$ cat src/fletcherPkg.sv
package fletcherPkg;

    // word address width of the register map.
    localparam int regAddrWidth = 2;

    // control on write, status on read.
    // write: bit 0 set clears both sums and the word count.
    // read: bit 0 is the match flag, bits 31..16 the word count.
    localparam logic [regAddrWidth-1:0] regCtrl = 2'd0;

    // write feeds the low half-width bits as one data word, read gives 0.
    localparam logic [regAddrWidth-1:0] regData = 2'd1;

    // read-only checksum {B,A}.
    localparam logic [regAddrWidth-1:0] regSum = 2'd2;

    // expected checksum, read and write.
    localparam logic [regAddrWidth-1:0] regExpect = 2'd3;

endpackage

$ cat src/checksumResult.sv
`timescale 1ns/1ps

module checksumResult
    import fletcherPkg::*;
#(
    parameter int Width = 32
) (
    input  logic [Width-1:0]        checksum,
    input  logic [Width-1:0]        expected,
    input  logic [15:0]             count,
    input  logic [regAddrWidth-1:0] rdAddr,
    output logic [31:0]             rdData
);
    logic        match;
    logic [31:0] status;

    // also high straight after reset, zero equals zero.
    assign match = (checksum == expected);

    // count in the upper half, flag in bit 0.
    assign status = {count, 15'd0, match};

    always_comb begin
        case (rdAddr)
            regCtrl: begin
                rdData = status;
            end
            regData: begin
                rdData = '0;                  // data port is write-only.
            end
            regSum: begin
                rdData = 32'(checksum);       // truncated or zero-extended.
            end
            regExpect: begin
                rdData = 32'(expected);
            end
            default: begin
                rdData = '0;
            end
        endcase
    end

endmodule

$ cat src/fletcherEngine.sv
`timescale 1ns/1ps

module fletcherEngine #(
    parameter int Width = 32
) (
    input  logic                 clk,
    input  logic                 rst,
    input  logic                 clear,
    input  logic                 feed,
    input  logic [Width/2-1:0]   word,
    output logic [Width-1:0]     checksum,
    output logic [15:0]          count
);
    localparam int HalfWidth = Width / 2;

    // 2^half - 1 with one spare bit for the borrow.
    localparam logic [HalfWidth:0] modulus = {1'b0, {HalfWidth{1'b1}}};

    logic [HalfWidth:0] aSub;     // A + input - modulus.
    logic [HalfWidth:0] aSum;     // A + input.
    logic [HalfWidth:0] bSub;     // B + A - modulus.
    logic [HalfWidth:0] bSum;     // B + A.
    logic [HalfWidth:0] aCur;
    logic [HalfWidth:0] bCur;
    logic               feedDly;  // B trails A by one cycle.

    // a set top bit on the subtracted candidate means it went negative,
    // so the plain sum is already below the modulus.
    assign aCur = aSub[HalfWidth] ? aSum : aSub;
    assign bCur = bSub[HalfWidth] ? bSum : bSub;

    always_ff @(posedge clk) begin
        if (rst || clear) begin
            aSub    <= '0;
            aSum    <= '0;
            bSub    <= '0;
            bSum    <= '0;
            feedDly <= 1'b0;
            count   <= '0;
        end else begin
            feedDly <= feed;

            if (feed) begin
                aSub  <= aCur + {1'b0, word} - modulus;
                aSum  <= aCur + {1'b0, word};
                count <= count + 16'd1;   // wraps at 16 bits.
            end

            if (feedDly) begin
                bSub <= bCur + aCur - modulus;   // aCur is the freshly stored A.
                bSum <= bCur + aCur;
            end
        end
    end

    // selected values stay below 2^half - 1, so the top bit is dropped.
    assign checksum = {bCur[HalfWidth-1:0], aCur[HalfWidth-1:0]};

endmodule

$ cat src/fletcherTop.sv
`timescale 1ns/1ps

module fletcherTop
    import fletcherPkg::*;
#(
    parameter int Width = 32
) (
    input  logic                    clk,
    input  logic                    rst,
    input  logic                    cyc,
    input  logic                    stb,
    input  logic                    we,
    input  logic [regAddrWidth-1:0] adr,
    input  logic [31:0]             datWr,
    output logic [31:0]             datRd,
    output logic                    ack
);
    logic                    clear;
    logic                    feed;
    logic [Width/2-1:0]      word;
    logic [Width-1:0]        expected;
    logic [regAddrWidth-1:0] rdAddr;
    logic [Width-1:0]        checksum;
    logic [15:0]             count;
    logic [31:0]             rdData;

    wbRegDecode #(
        .Width   (Width)
    ) uDecode (
        .clk     (clk),
        .rst     (rst),
        .cyc     (cyc),
        .stb     (stb),
        .we      (we),
        .adr     (adr),
        .datWr   (datWr),
        .rdData  (rdData),
        .ack     (ack),
        .datRd   (datRd),
        .clear   (clear),
        .feed    (feed),
        .word    (word),
        .expected(expected),
        .rdAddr  (rdAddr)
    );

    fletcherEngine #(
        .Width   (Width)
    ) uEngine (
        .clk     (clk),
        .rst     (rst),
        .clear   (clear),
        .feed    (feed),
        .word    (word),
        .checksum(checksum),
        .count   (count)
    );

    checksumResult #(
        .Width   (Width)
    ) uResult (
        .checksum(checksum),
        .expected(expected),
        .count   (count),
        .rdAddr  (rdAddr),
        .rdData  (rdData)
    );

endmodule

$ cat src/wbRegDecode.sv
`timescale 1ns/1ps

module wbRegDecode
    import fletcherPkg::*;
#(
    parameter int Width = 32
) (
    input  logic                    clk,
    input  logic                    rst,
    input  logic                    cyc,
    input  logic                    stb,
    input  logic                    we,
    input  logic [regAddrWidth-1:0] adr,
    input  logic [31:0]             datWr,
    input  logic [31:0]             rdData,
    output logic                    ack,
    output logic [31:0]             datRd,
    output logic                    clear,
    output logic                    feed,
    output logic [Width/2-1:0]      word,
    output logic [Width-1:0]        expected,
    output logic [regAddrWidth-1:0] rdAddr
);
    localparam int HalfWidth = Width / 2;

    logic                    reqPend;     // request captured, response due next edge.
    logic                    reqWe;       // direction of the captured request.
    logic [regAddrWidth-1:0] reqAdr;      // captured word address.
    logic [31:0]             reqDat;      // captured write data.
    logic                    newReq;
    logic                    wrReq;

    // a stb still held while pending or acked belongs to the old transfer.
    assign newReq = cyc && stb && !reqPend && !ack;
    assign wrReq  = reqPend && reqWe;

    // the captured address also selects the read word in the result stage.
    assign rdAddr = reqAdr;

    always_ff @(posedge clk) begin
        if (rst) begin
            reqPend <= 1'b0;
        end else begin
            reqPend <= newReq;            // first edge of the transfer.
        end
    end

    always_ff @(posedge clk) begin
        if (newReq) begin
            reqWe  <= we;
            reqAdr <= adr;
            reqDat <= datWr;
        end
    end

    // second edge: ack plus the one-cycle command pulses.
    always_ff @(posedge clk) begin
        if (rst) begin
            ack      <= 1'b0;
            clear    <= 1'b0;
            feed     <= 1'b0;
            expected <= '0;
        end else begin
            ack   <= reqPend;
            clear <= wrReq && (reqAdr == regCtrl) && reqDat[0];
            feed  <= wrReq && (reqAdr == regData);
            if (wrReq && (reqAdr == regExpect)) begin
                expected <= Width'(reqDat);       // zero-extended for wide sums.
            end
        end
    end

    always_ff @(posedge clk) begin
        if (wrReq && (reqAdr == regData)) begin
            word <= HalfWidth'(reqDat);   // low half-width bits only.
        end
        if (reqPend && !reqWe) begin
            datRd <= rdData;              // valid while ack is high.
        end
    end

endmodule
$ cat config.mk
export PLATFORM = sky130hd
export DESIGN_NAME = fletcherTop
export DESIGN_NICKNAME = d
export VERILOG_FILES = /design/src/fletcherPkg.sv /design/src/checksumResult.sv /design/src/fletcherEngine.sv /design/src/fletcherTop.sv /design/src/wbRegDecode.sv
export SDC_FILE = /design/constraint.sdc
export NUM_CORES = 1
export LEC_CHECK = 0
export BUFFER_PORTS_ARGS = -buffer_cell sky130_fd_sc_hd__clkbuf_2
export CAP_MARGIN = 0
export CELL_PAD_IN_SITES_DETAIL_PLACEMENT = 1
export CELL_PAD_IN_SITES_GLOBAL_PLACEMENT = 1
export CORE_MARGIN = 2
export CORE_UTILIZATION = 40
export CTS_CLUSTER_SIZE = 12
export DETAILED_ROUTE_END_ITERATION = 8
export PLACE_DENSITY = 0.81
export SLEW_MARGIN = 25
export SYNTH_ARGS = -nofsm -noshare
export SYNTH_HDL_FRONTEND = slang
export SYNTH_SLANG_ARGS = --single-unit
$ cat constraint.sdc
create_clock -name clk -period 5.5 [get_ports clk]
set_clock_uncertainty 0.1 [all_clocks]
set_input_delay 1.375 -clock clk [delete_from_list [all_inputs] [get_ports clk]]
set_output_delay 1.375 -clock clk [all_outputs]
set_load 0.02 [all_outputs]
==> results of run 1 <==
-- worst max path at each step --
| stage | endpoint | cells after the start | start |
|---|---|---|---|
| after global placement | uEngine.bSub[15]$_SDFFE_PP0P_ | 12 | uEngine.bSub[16]$_SDFFE_PP0P_ |
| after floorplan | uDecode.rdAddr[0]$_DFFE_PP_ | 1 | cyc |
| after global routing | uEngine.bSub[15]$_SDFFE_PP0P_ | 12 | uEngine.bSub[16]$_SDFFE_PP0P_ |
| final | uEngine.bSub[15]$_SDFFE_PP0P_ | 12 | uEngine.bSub[16]$_SDFFE_PP0P_ |
| after detailed placement | uEngine.bSub[15]$_SDFFE_PP0P_ | 12 | uEngine.bSub[16]$_SDFFE_PP0P_ |
| after CTS | uEngine.bSub[15]$_SDFFE_PP0P_ | 12 | uEngine.bSub[16]$_SDFFE_PP0P_ |
-- stage by stage --
step | hold slack (ps) | instances | util, % | setup WS, ps
after CTS | 351 | 1422 | 46.4 | 1390
after global routing | 365 | 1423 | 46.5 | 1140
final | 351 | 1423 | 46.5 | 1380
after detailed placement | 338 | 1382 | 43.6 | 1400
after floorplan | 326 | 1019 | - | 39.1
after global placement | 333 | 1382 | 43.6 | 1570
-- power groups by stage --
stage | sequential (mW) | clock (mW) | combinational, mW
floorplan | 1.64 | 0 | 0.0601
global placement | 1.63 | 0 | 0.101
detailed placement | 1.64 | 0 | 0.105
CTS | 1.60 | 1.45 | 0.105
global route | 1.60 | 1.50 | 0.115
finish | 1.60 | 1.43 | 0.106
-- metal layers --
layer | routed length, um | part of all wire (%) | vias up
met1 | 13100 | 45 | 3860
met2 | 13600 | 46 | 188
met5 | 0 | 0 | -
li1 | - | - | 3716
met3 | 1280 | 4.4 | 63
met4 | 1360 | 4.6 | 0
-- layout by cell type (no fill, tap or decap), drive strengths merged, types with 3 or more instances in the layout --
cell,instances
xor2,37
nor2b,7
o211ai,6
a21o,4
inv,22
dfxtp,121
a311oi,4
or3,3
clkbuf,108
nand3,24
and3,9
ha,35
o2111ai,4
edfxtp,83
o21bai,4
nor3b,4
nand2b,6
and2,4
mux2i,65
a211oi,33
xnor2,66
nand4,14
a2111oi,3
or2,3
nand2,118
mux2,30
nor3,8
buf,12
a21oi,58
nor2,128
and4,5
o21ai,31
-- final cells by class --
cell class	instances	area, um2
fillers	2877	13500
clock inverters	3	17.5
multi-input cells	744	5160
flip-flops and latches	204	4920
clock buffers	37	668
well taps	330	413
inverters	22	82.6
repair buffers	83	478
-- flip-flops by register name, summed over array words and instances (netlist names), 17 cells and up --
register,count
uEngine.bSum,17
uEngine.aSub,17
uDecode.datRd,32
uDecode.reqDat,32
uDecode.expected,32
uEngine.bSub,17
uEngine.aSum,17
-- worst register-to-register path, cell delays in order (launching register included) --
cell	delay [ps]
dfxtp_1	650
mux2_2	440
ha_1	240
fa_1	480
a21oi_2	230
o2111ai_2	190
a211oi_1	470
o2111ai_2	190
xor2_1	260
nor4b_2	300
nand2_1	110
xor2_1	150
a211oi_1	230
-- kinds of logic after synthesis --
family	after synthesis	synth area share, %
flip-flops	204	47.6
XOR/XNOR	103	8.89
AND/OR/NAND/NOR	342	15.3
AO/OA/AOI/OAI	167	11.3
buffers and inverters	71	2.62
multiplexers	95	9.58
adder cells (fa/ha/maj)	37	4.63
==> run summary, run 1 <==
Status -> finished, final reports clean
R2r endpoint -> uEngine.bSub[15]$_SDFFE_PP0P_
Top cell type by total area after synthesis -> edfxtp_1
YS warnings -> 0
Least-Margin Pin Slew -> 1050 ps
Gate power share -> 3.4%
P_int -> 2.45 mW
Cell with the most instances after synthesis -> nor2_1
Maximum vdd ir drop -> 0.259 mV
Yosys reg bits -> 204
Total Power -> 3.14 mW
Clk root buf -> clkbuf_16
Worst-path cell chain -> mux2_2 -> ha_1 -> fa_1 -> a21oi_2 -> o2111ai_2 -> a211oi_1 -> o2111ai_2 -> xor2_1 -> nor4b_2 -> nand2_1 -> xor2_1 -> a211oi_1
I/O pins -> 72
Global route overflow -> 0
Avg WL per Cell -> 20.6 um
Clk Latency, worst-skew pair -> 520 ps
Min-delay src -> uDecode.reqDat[6]$_DFFE_PP_
Most Used Layer, Global Route -> met2
DP Wirelength -> 21200 um
First-pass GRT wire length -> 45300 um
Clk sinks -> 204
Placed inst area -> 0.0110 mm2
CTS Hold Buffers Added -> 0
Setup CP Type -> reg -> reg
TritonCTS Buffers -> 22
Sw Ratio -> 21.8%
Final Max Slew Viols -> 0
Max-cap violations -> 0
Largest stage delay, worst path -> 650 ps
Fmax -> 243 MHz
Area Overhead vs Synth -> 13.7%
Leakage -> 4.25 nW
Initial antenna violation count -> 0
Die width -> 165 um
Main flop type after synthesis -> dfxtp_1
Share of cells above drive strength 1 -> 16.7%
Crit path buf inv count -> 0
Clock share of power -> 45.5%
Critical Path Start Type -> register
Max Buffers Root-to-Sink -> 3
Final setup fails -> 0
H-tree depth -> 1
Worst reg2reg startpoint -> uEngine.bSub[16]$_SDFFE_PP0P_
Final Cell Area -> 0.0117 mm2
Sw power -> 0.684 mW
Clock-pin slew on the worst setup and hold paths -> 60 ps
Hold path cells -> 0
Met1 Usage GRT -> 28.4%
Area contributors post-synth -> edfxtp_1 24%, dfxtp_1 23%, mux2i_1 6.3%
Syn Area/Cell -> 10.1 um2
DRC viols -> 0
Slew headroom -> 30.2%
# rows -> 58
Register-to-register setup slack -> 1380 ps
Sequential area share after synthesis -> 47.6%
Part of the power in registers -> 51.1%
Die Ht -> 165 um
Ys async rst share -> 0%
HP Class -> reg -> reg
GR Layer Usage met3 -> 2.79%
Total Routing Usage GR -> 21.7%
Postcts setup bufs -> 0
Synth Net Count -> 1095
Full die area -> 0.0271 mm2
CP Capture Type -> register
DRT Wirelength -> 29300 um
CTS tree -> done
Final Cycle Share -> 74.8%
Unrepaired setup endpoints after global routing -> no
Netlist cell types -> 73
EDFF count, synth -> 83
Hold Fails Final Rpt -> 0
PD cells -> 267 mW/mm2
Pre-antenna DRT Iters -> 7
Cell count after synthesis -> 1019
TNS Setup -> 0 ps
Crit-path max FO -> 9
Port-buffer cells -> 71
Initial DRC Count -> 504
Core area -> 0.0253 mm2
Routability Congestion -> 0.841
Met2 Usage GRT -> 36.0%
Post-synth top area share -> 24.2%
Tmin final -> 4120 ps
Vias in the first global route -> 8227
Synth top cells by count -> 127 x nor2_1, 121 x dfxtp_1, 118 x nand2_1
Layout Nets -> 1153
CP top delay family -> compound AO/OA/AOI/OAI gates
Reg2Reg Depth -> 12
CP required -> 5830 ps
Hold EP -> uDecode.word[6]$_DFFE_PP_
Largest net degree at the start of global routing -> 59
Starting Density -> 40.9%
Vias -> 7827
CP max-delay cell -> dfxtp_1
Resized cells post-CTS -> 0
Mapped Area -> 0.0103 mm2
N_diodes -> 0
Post-DR vias/cell -> 5.50
WP data arrival -> 4440 ps
ANT nets after route -> 0
Power figures use the tool's default switching activity.
==> inputs of run 2 (changes only) <==
Clock period 5.5 ns to 3.4 ns, I/O delays scaled along.
==> run 2 against run 1 <==
  * The run now ends with negative setup slack left
  * Non-clock buffer count is 88 higher
  * Setup slack got worse by 1700 ps
  * Sequential cell count stayed put
  * Cell area up 9.5%
  * Hold slack gained 4.5 ps
  * Critical path depth up 3
  * Register-to-register slack worse by 1700 ps
  * Combinational power up 82%
  * Cell count is 6.3% higher
  * Core utilization up 4.4 points
  * Global-route usage increased by 1.2 points
==> run summary, run 2 (synthesis gave the netlist of run 1 again) <==
Status -> complete, but fails checks
Failing checks -> negative setup slack
Global route overflow -> 0 (unchanged)
PD cells -> 399 mW/mm2 (+49%)
HP Class -> reg -> reg
Setup WS post-layout -> -301 ps (-1690 ps)
GR Layer Usage met3 -> 3.92% (+1.1 points)
Final setup fails -> 10 (+10)
Sw power -> 1.15 mW (+69%)
Filler cells -> 2838 (-1.4%)
Vias -> 8491 (+8.5%)
Clk Latency, worst-skew pair -> 520 ps (about the same)
CP top delay family -> compound AO/OA/AOI/OAI gates
Largest stage delay, worst path -> 380 ps (-270 ps)
Most Used Layer, Global Route -> met2
Min-delay src -> uDecode.reqDat[15]$_DFFE_PP_
Die Ht -> 165 um (unchanged)
Slew headroom -> 52.1% (+22 points)
Total Routing Usage GR -> 22.9% (+1.2 points)
Register-to-register setup slack -> -300 ps (-1690 ps)
TritonCTS Buffers -> 23 (+4.5%)
Hold path cells -> 0 (unchanged)
Most frequent cells in the layout -> 123 x nor2_1, 118 x dfxtp_1, 116 x nand2_1
CP required -> 3720 ps (-2110 ps)
Gate power share -> 3.8% (+0.4 points)
Routability Congestion -> 0.871 (+3.5%)
Pre-antenna DRT Iters -> 5 (-2)
Critical path's most frequent cell -> buf_4
Clk root buf -> clkbuf_16
CP Capture Type -> register
Die width -> 165 um (unchanged)
DRC viols -> 0 (unchanged)
Core area -> 0.0253 mm2 (unchanged)
CP max-delay cell -> a211oi_4
Fmax -> 270 MHz (+11%)
Most common cell after layout, fill and taps aside -> nor2_1
Met2 Usage GRT -> 39.5% (+3.6 points)
Clk sinks -> 204 (unchanged)
Share of cells above drive strength 1 -> 27.7% (+11 points)
Port-buffer cells -> 71 (unchanged)
Area Overhead vs Synth -> 24.5%
Tmin final -> 3700 ps (-414 ps)
Full die area -> 0.0271 mm2 (unchanged)
Final Cell Area -> 0.0128 mm2 (+9.5%)
DP Wirelength -> 22100 um (+4.5%)
Top flop regs -> uDecode.datRd x32, uDecode.expected x32, uDecode.reqDat x32
Post-DR vias/cell -> 5.62 (+2.1%)
Sw Ratio -> 22.5% (+0.73 points)
Reg2Reg Depth -> 15 (+3)
R2r endpoint -> uEngine.aSub[15]$_SDFFE_PP0P_
Least-Margin Pin Slew -> 718 ps (-329 ps)
WP data arrival -> 4020 ps (-420 ps)
H-tree depth -> 1 (unchanged)
CTS Hold Buffers Added -> 0 (unchanged)
Worst reg2reg startpoint -> uEngine.aSub[16]$_SDFFE_PP0P_
Part of the power in registers -> 50.6% (-0.5 points)
First-pass GRT wire length -> 48100 um (+6.1%)
Layout Nets -> 1242 (+7.7%)
ANT nets after route -> 0 (unchanged)
Worst-path cell chain -> buf_12 -> buf_4 -> mux2_4 -> ha_2 -> o21ai_2 -> o21bai_2 -> buf_4 -> a211oi_4 -> a21o_1 -> buf_4 -> a311oi_4 -> nor2b_4 -> nand4_1 -> xor2_1 -> a211oi_2
Critical Path Start Type -> register
Setup CP Type -> reg -> reg
I/O pins -> 72 (unchanged)
Area taken by multi-input logic gates -> 0.00559 mm2 (+8.4%)
Register area -> 0.00492 mm2 (about the same)
DRT Wirelength -> 34000 um (+16%)
Maximum vdd ir drop -> 0.493 mV (+90%)
Vias in the first global route -> 8801 (+7.0%)
Final Cycle Share -> 109% (+34 points)
Starting Density -> 40.9% (unchanged)
Crit path buf inv count -> 4 (+4)
Unrepaired setup endpoints after global routing -> yes
Max-cap violations -> 0 (unchanged)
CTS tree -> done
Pre-CTS WS -> -176 ps (-1570 ps)
Clock-pin slew on the worst setup and hold paths -> 60 ps (about the same)
P_int -> 3.97 mW (+62%)
Hold EP -> uDecode.word[15]$_DFFE_PP_
Crit-path max FO -> 6 (-3)
Hold Fails Final Rpt -> 0 (unchanged)
Initial antenna violation count -> 0 (unchanged)
N_diodes -> 0 (unchanged)
Initial DRC Count -> 650 (+29%)
Max Buffers Root-to-Sink -> 3 (unchanged)
Leakage -> 4.81 nW (+13%)
Placed inst area -> 0.0116 mm2 (+5.1%)
Avg WL per Cell -> 22.5 um (+9.2%)
Final Max Slew Viols -> 0 (unchanged)
Clock share of power -> 45.6% (about the same)
Met1 Usage GRT -> 29.3% (+0.92 points)
Largest net degree at the start of global routing -> 51 (-14%)
# rows -> 58 (unchanged)
-- run 2: worst max-delay path by stage --
stage	start	end	slack, ps	cells past startpoint
after floorplan	uEngine.aSub[16]$_SDFFE_PP0P_	uEngine.aSub[16]$_SDFFE_PP0P_	8	14
after global placement	uEngine.aSub[16]$_SDFFE_PP0P_	uEngine.bSub[16]$_SDFFE_PP0P_	10	14
after detailed placement	uEngine.aSub[16]$_SDFFE_PP0P_	uEngine.bSub[14]$_SDFFE_PP0P_	-180	14
after CTS	uEngine.aSub[16]$_SDFFE_PP0P_	uEngine.aSub[16]$_SDFFE_PP0P_	1	12
after global routing	uEngine.aSub[16]$_SDFFE_PP0P_	uEngine.aSub[15]$_SDFFE_PP0P_	-320	15
final	uEngine.aSub[16]$_SDFFE_PP0P_	uEngine.aSub[15]$_SDFFE_PP0P_	-300	15
-- run 2: per-stage QoR --
stage / power (mW) / cells / hold slack, ps / setup TNS [ps] / utilization [%]
2_1_floorplan: 2.74 / 1019 / 326 / 0 / -
3_3_place_gp: 2.82 / 1449 / 331 / 0 / 45.9
5_1_grt: 5.25 / 1512 / 377 / -2810 / 50.9
6_report: 5.13 / 1512 / 356 / -1440 / 50.9
3_5_place_dp: 2.83 / 1449 / 350 / -1000 / 45.9
4_1_cts: 5.14 / 1497 / 362 / 0 / 49.4
-- run 2: power groups by stage --
stage / registers (mW) / logic (mW) / clock network, mW
floorplan: 2.65 / 0.0995 / 0
global placement: 2.64 / 0.172 / 0
detailed placement: 2.65 / 0.180 / 0
CTS: 2.59 / 0.183 / 2.37
global route: 2.60 / 0.207 / 2.45
finish: 2.60 / 0.193 / 2.34
-- run 2: area by class of cell --
type	count	share of cell area, %
Multi-Input combinational cell	744	43.5
Sequential cell	204	38.3
Timing Repair Buffer	171	8.89
Clock buffer	32	5.06
Tap cell	330	3.21
Inverter	22	0.643
Clock inverter	9	0.341
-- run 2: timing repair --
action	4_1_cts	5_1_grt
endpoints found under the setup margin	8	19
buffers inserted	7	14
pin swaps	16	34
resized for setup	24	55
-- run 2: layer usage --
layer  part of all wire [%]  routed length, um
met3                    4.8               1640
met1                     42              14400
met4                    3.4               1160
met5                      0                  0
met2                     49              16800
==> inputs of run 3 (changes only) <==
Settings changed: CORE_ASPECT_RATIO set to 0.75, REMOVE_ABC_BUFFERS set to 1.
==> run 3 against run 2 <==
  * The flow still finishes with violations (negative setup slack)
  * Sequential cell count is the same
  * Routed wire length fell by 2.0%
  * First-iteration DRC count is 14% lower
  * Global-route usage increased by 0.86 points
  * Largest power group unchanged
==> run summary, run 3 (synthesis gave the netlist of run 1 again) <==
CP Capture Type -> register
Failing checks -> negative setup slack
GR Layer Usage met3 -> 3.74% (-0.18 points)
Initial antenna violation count -> 2 (+2)
Largest net degree at the start of global routing -> 51 (unchanged)
Layout Nets -> 1261 (+1.5%)
Full die area -> 0.0271 mm2 (about the same)
Final setup fails -> 7 (-3)
I/O pins -> 72 (unchanged)
Max-cap violations -> 0 (unchanged)
Pre-antenna DRT Iters -> 4 (-1)
PD cells -> 404 mW/mm2 (+1.2%)
Share of cells above drive strength 1 -> 28.6% (+0.95 points)
N_diodes -> 0 (unchanged)
WP data arrival -> 3840 ps (-180 ps)
DRC viols -> 0 (unchanged)
First-pass GRT wire length -> 49900 um (+3.7%)
Clk Latency, worst-skew pair -> 530 ps (about the same)
Initial DRC Count -> 559 (-14%)
Unrepaired setup endpoints after global routing -> yes
Leakage -> 4.90 nW (+1.9%)
H-tree depth -> 1 (unchanged)
Crit-path max FO -> 3 (-3)
Least-Margin Pin Slew -> 1120 ps (+406 ps)
Final core occ -> 51.8% (+0.89 points)
Total Power -> 5.26 mW (+2.5%)
Port-buffer cells -> 71 (unchanged)
Post-DR vias/cell -> 5.44 (-3.1%)
Starting Density -> 41.0% (+0.17 points)
Final Cycle Share -> 103% (-5.7 points)
Setup WS post-layout -> -106 ps (+195 ps)
CTS tree -> done
Most Used Layer, Global Route -> met2
Routability Congestion -> 0.898 (+3.1%)
TritonCTS Buffers -> 23 (unchanged)
Pre-CTS WS -> -257 ps (-81.1 ps)
DRT Wirelength -> 33300 um (-2.0%)
Met1 Usage GRT -> 31.4% (+2.1 points)
DP Wirelength -> 22400 um (+1.2%)
DP Cell Count -> 1488 (+2.7%)
Die Ht -> 143 um (-13%)
Global route overflow -> 0 (unchanged)
Tmin final -> 3510 ps (-195 ps)
Slew headroom -> 25.0% (-27 points)
Top flop regs -> uDecode.datRd x32, uDecode.expected x32, uDecode.reqDat x32
ANT nets after route -> 0 (unchanged)
Most frequent cells in the layout -> 125 x nor2_1, 117 x buf_4, 117 x dfxtp_1
Most common cell after layout, fill and taps aside -> nor2_1
Core area -> 0.0251 mm2 (-0.42%)
Clk root buf -> clkbuf_16
Hold Fails Final Rpt -> 0 (unchanged)
Met2 Usage GRT -> 40.5% (+0.98 points)
Avg WL per Cell -> 21.6 um (-3.7%)
Clk sinks -> 204 (unchanged)
Total Routing Usage GR -> 23.8% (+0.86 points)
Clock-pin slew on the worst setup and hold paths -> 60 ps (about the same)
Non-filler cells in the finished layout -> 1540 (+1.9%)
Maximum vdd ir drop -> 0.392 mV (-20%)
Vias in the first global route -> 8919 (+1.3%)
Die width -> 189 um (+15%)
Max Buffers Root-to-Sink -> 3 (unchanged)
CP required -> 3730 ps (about the same)
Fmax -> 285 MHz (+5.6%)
Setup CP Type -> reg -> reg
Critical Path Start Type -> register
HP Class -> reg -> reg
Status -> complete, but fails checks
Vias -> 8380 (-1.3%)
# rows -> 50 (-14%)
Area Overhead vs Synth -> 26.1%
Final Max Slew Viols -> 0 (unchanged)
## run 3: path summary, 6_finish.rpt
path | from | endpoint | slack, ps | cells past startpoint
max | uEngine.bSub[16]$_SDFFE_PP0P_ | uEngine.bSub[15]$_SDFFE_PP0P_ | -110 | 12
min | uDecode.reqDat[10]$_DFFE_PP_ | uDecode.word[10]$_DFFE_PP_ | 360 | 0
max reg2reg | uEngine.bSub[16]$_SDFFE_PP0P_ | uEngine.bSub[15]$_SDFFE_PP0P_ | -110 | 12
min reg2reg | uDecode.reqDat[10]$_DFFE_PP_ | uDecode.word[10]$_DFFE_PP_ | 360 | 0
## run 3: repair_timing
action                     in CTS  in global routing
setup endpoints to repair      15                 21
hold endpoints to repair        0                  0
pin swaps                      11                 23
resized for setup              29                 53
gates cloned                    0                  0
hold buffers                    0                  0
setup buffers                   9                  1
## run 3: cell type report
type	count	area (um2)
Clock buffer	32	609
Clock inverter	10	119
Fill cell	2823	12100
Sequential cell	204	4930
Timing Repair Buffer	190	1260
Multi-Input combinational cell	744	5590
Inverter	22	82.6
Tap cell	338	423
## run 3: through the flow
| stage | setup TNS, ps | hold slack, ps | cell area, um2 |
|---|---|---|---|
| after floorplan | -57660 | 326 | 10100 |
| after global placement | -427 | 335 | 11800 |
| after detailed placement | -1870 | 340 | 11800 |
| after CTS | -15.1 | 355 | 12700 |
| after global routing | -1780 | 371 | 13000 |
| final | -365 | 356 | 13000 |
## run 3: critical path: stages, from the launching register on
cell,delay [ps]
dfxtp_4,380
mux2_2,390
ha_4,180
fa_2,370
a21oi_4,240
o211ai_1,160
o41ai_2,430
xor2_1,200
nor3_2,210
and3_4,260
nand2_2,70
xor2_1,160
a211oi_1,250
## run 3: where the power goes
group          switching [mW]  total (mW)  internal, mW
clock                    1.05        2.46          1.42
combinational           0.127       0.200        0.0732
sequential             0.0196        2.59          2.57
total                    1.19        5.26          4.06
## run 3: routing by layer
layer  part of all wire (%)  vias to the layer above  routed length (um)
li1                       -                     3925                   -
met4                    2.8                        2                 930
met5                  0.039                        -                  13
met2                     48                      199               16000
met1                     45                     4194               15100
met3                    3.8                       60                1270
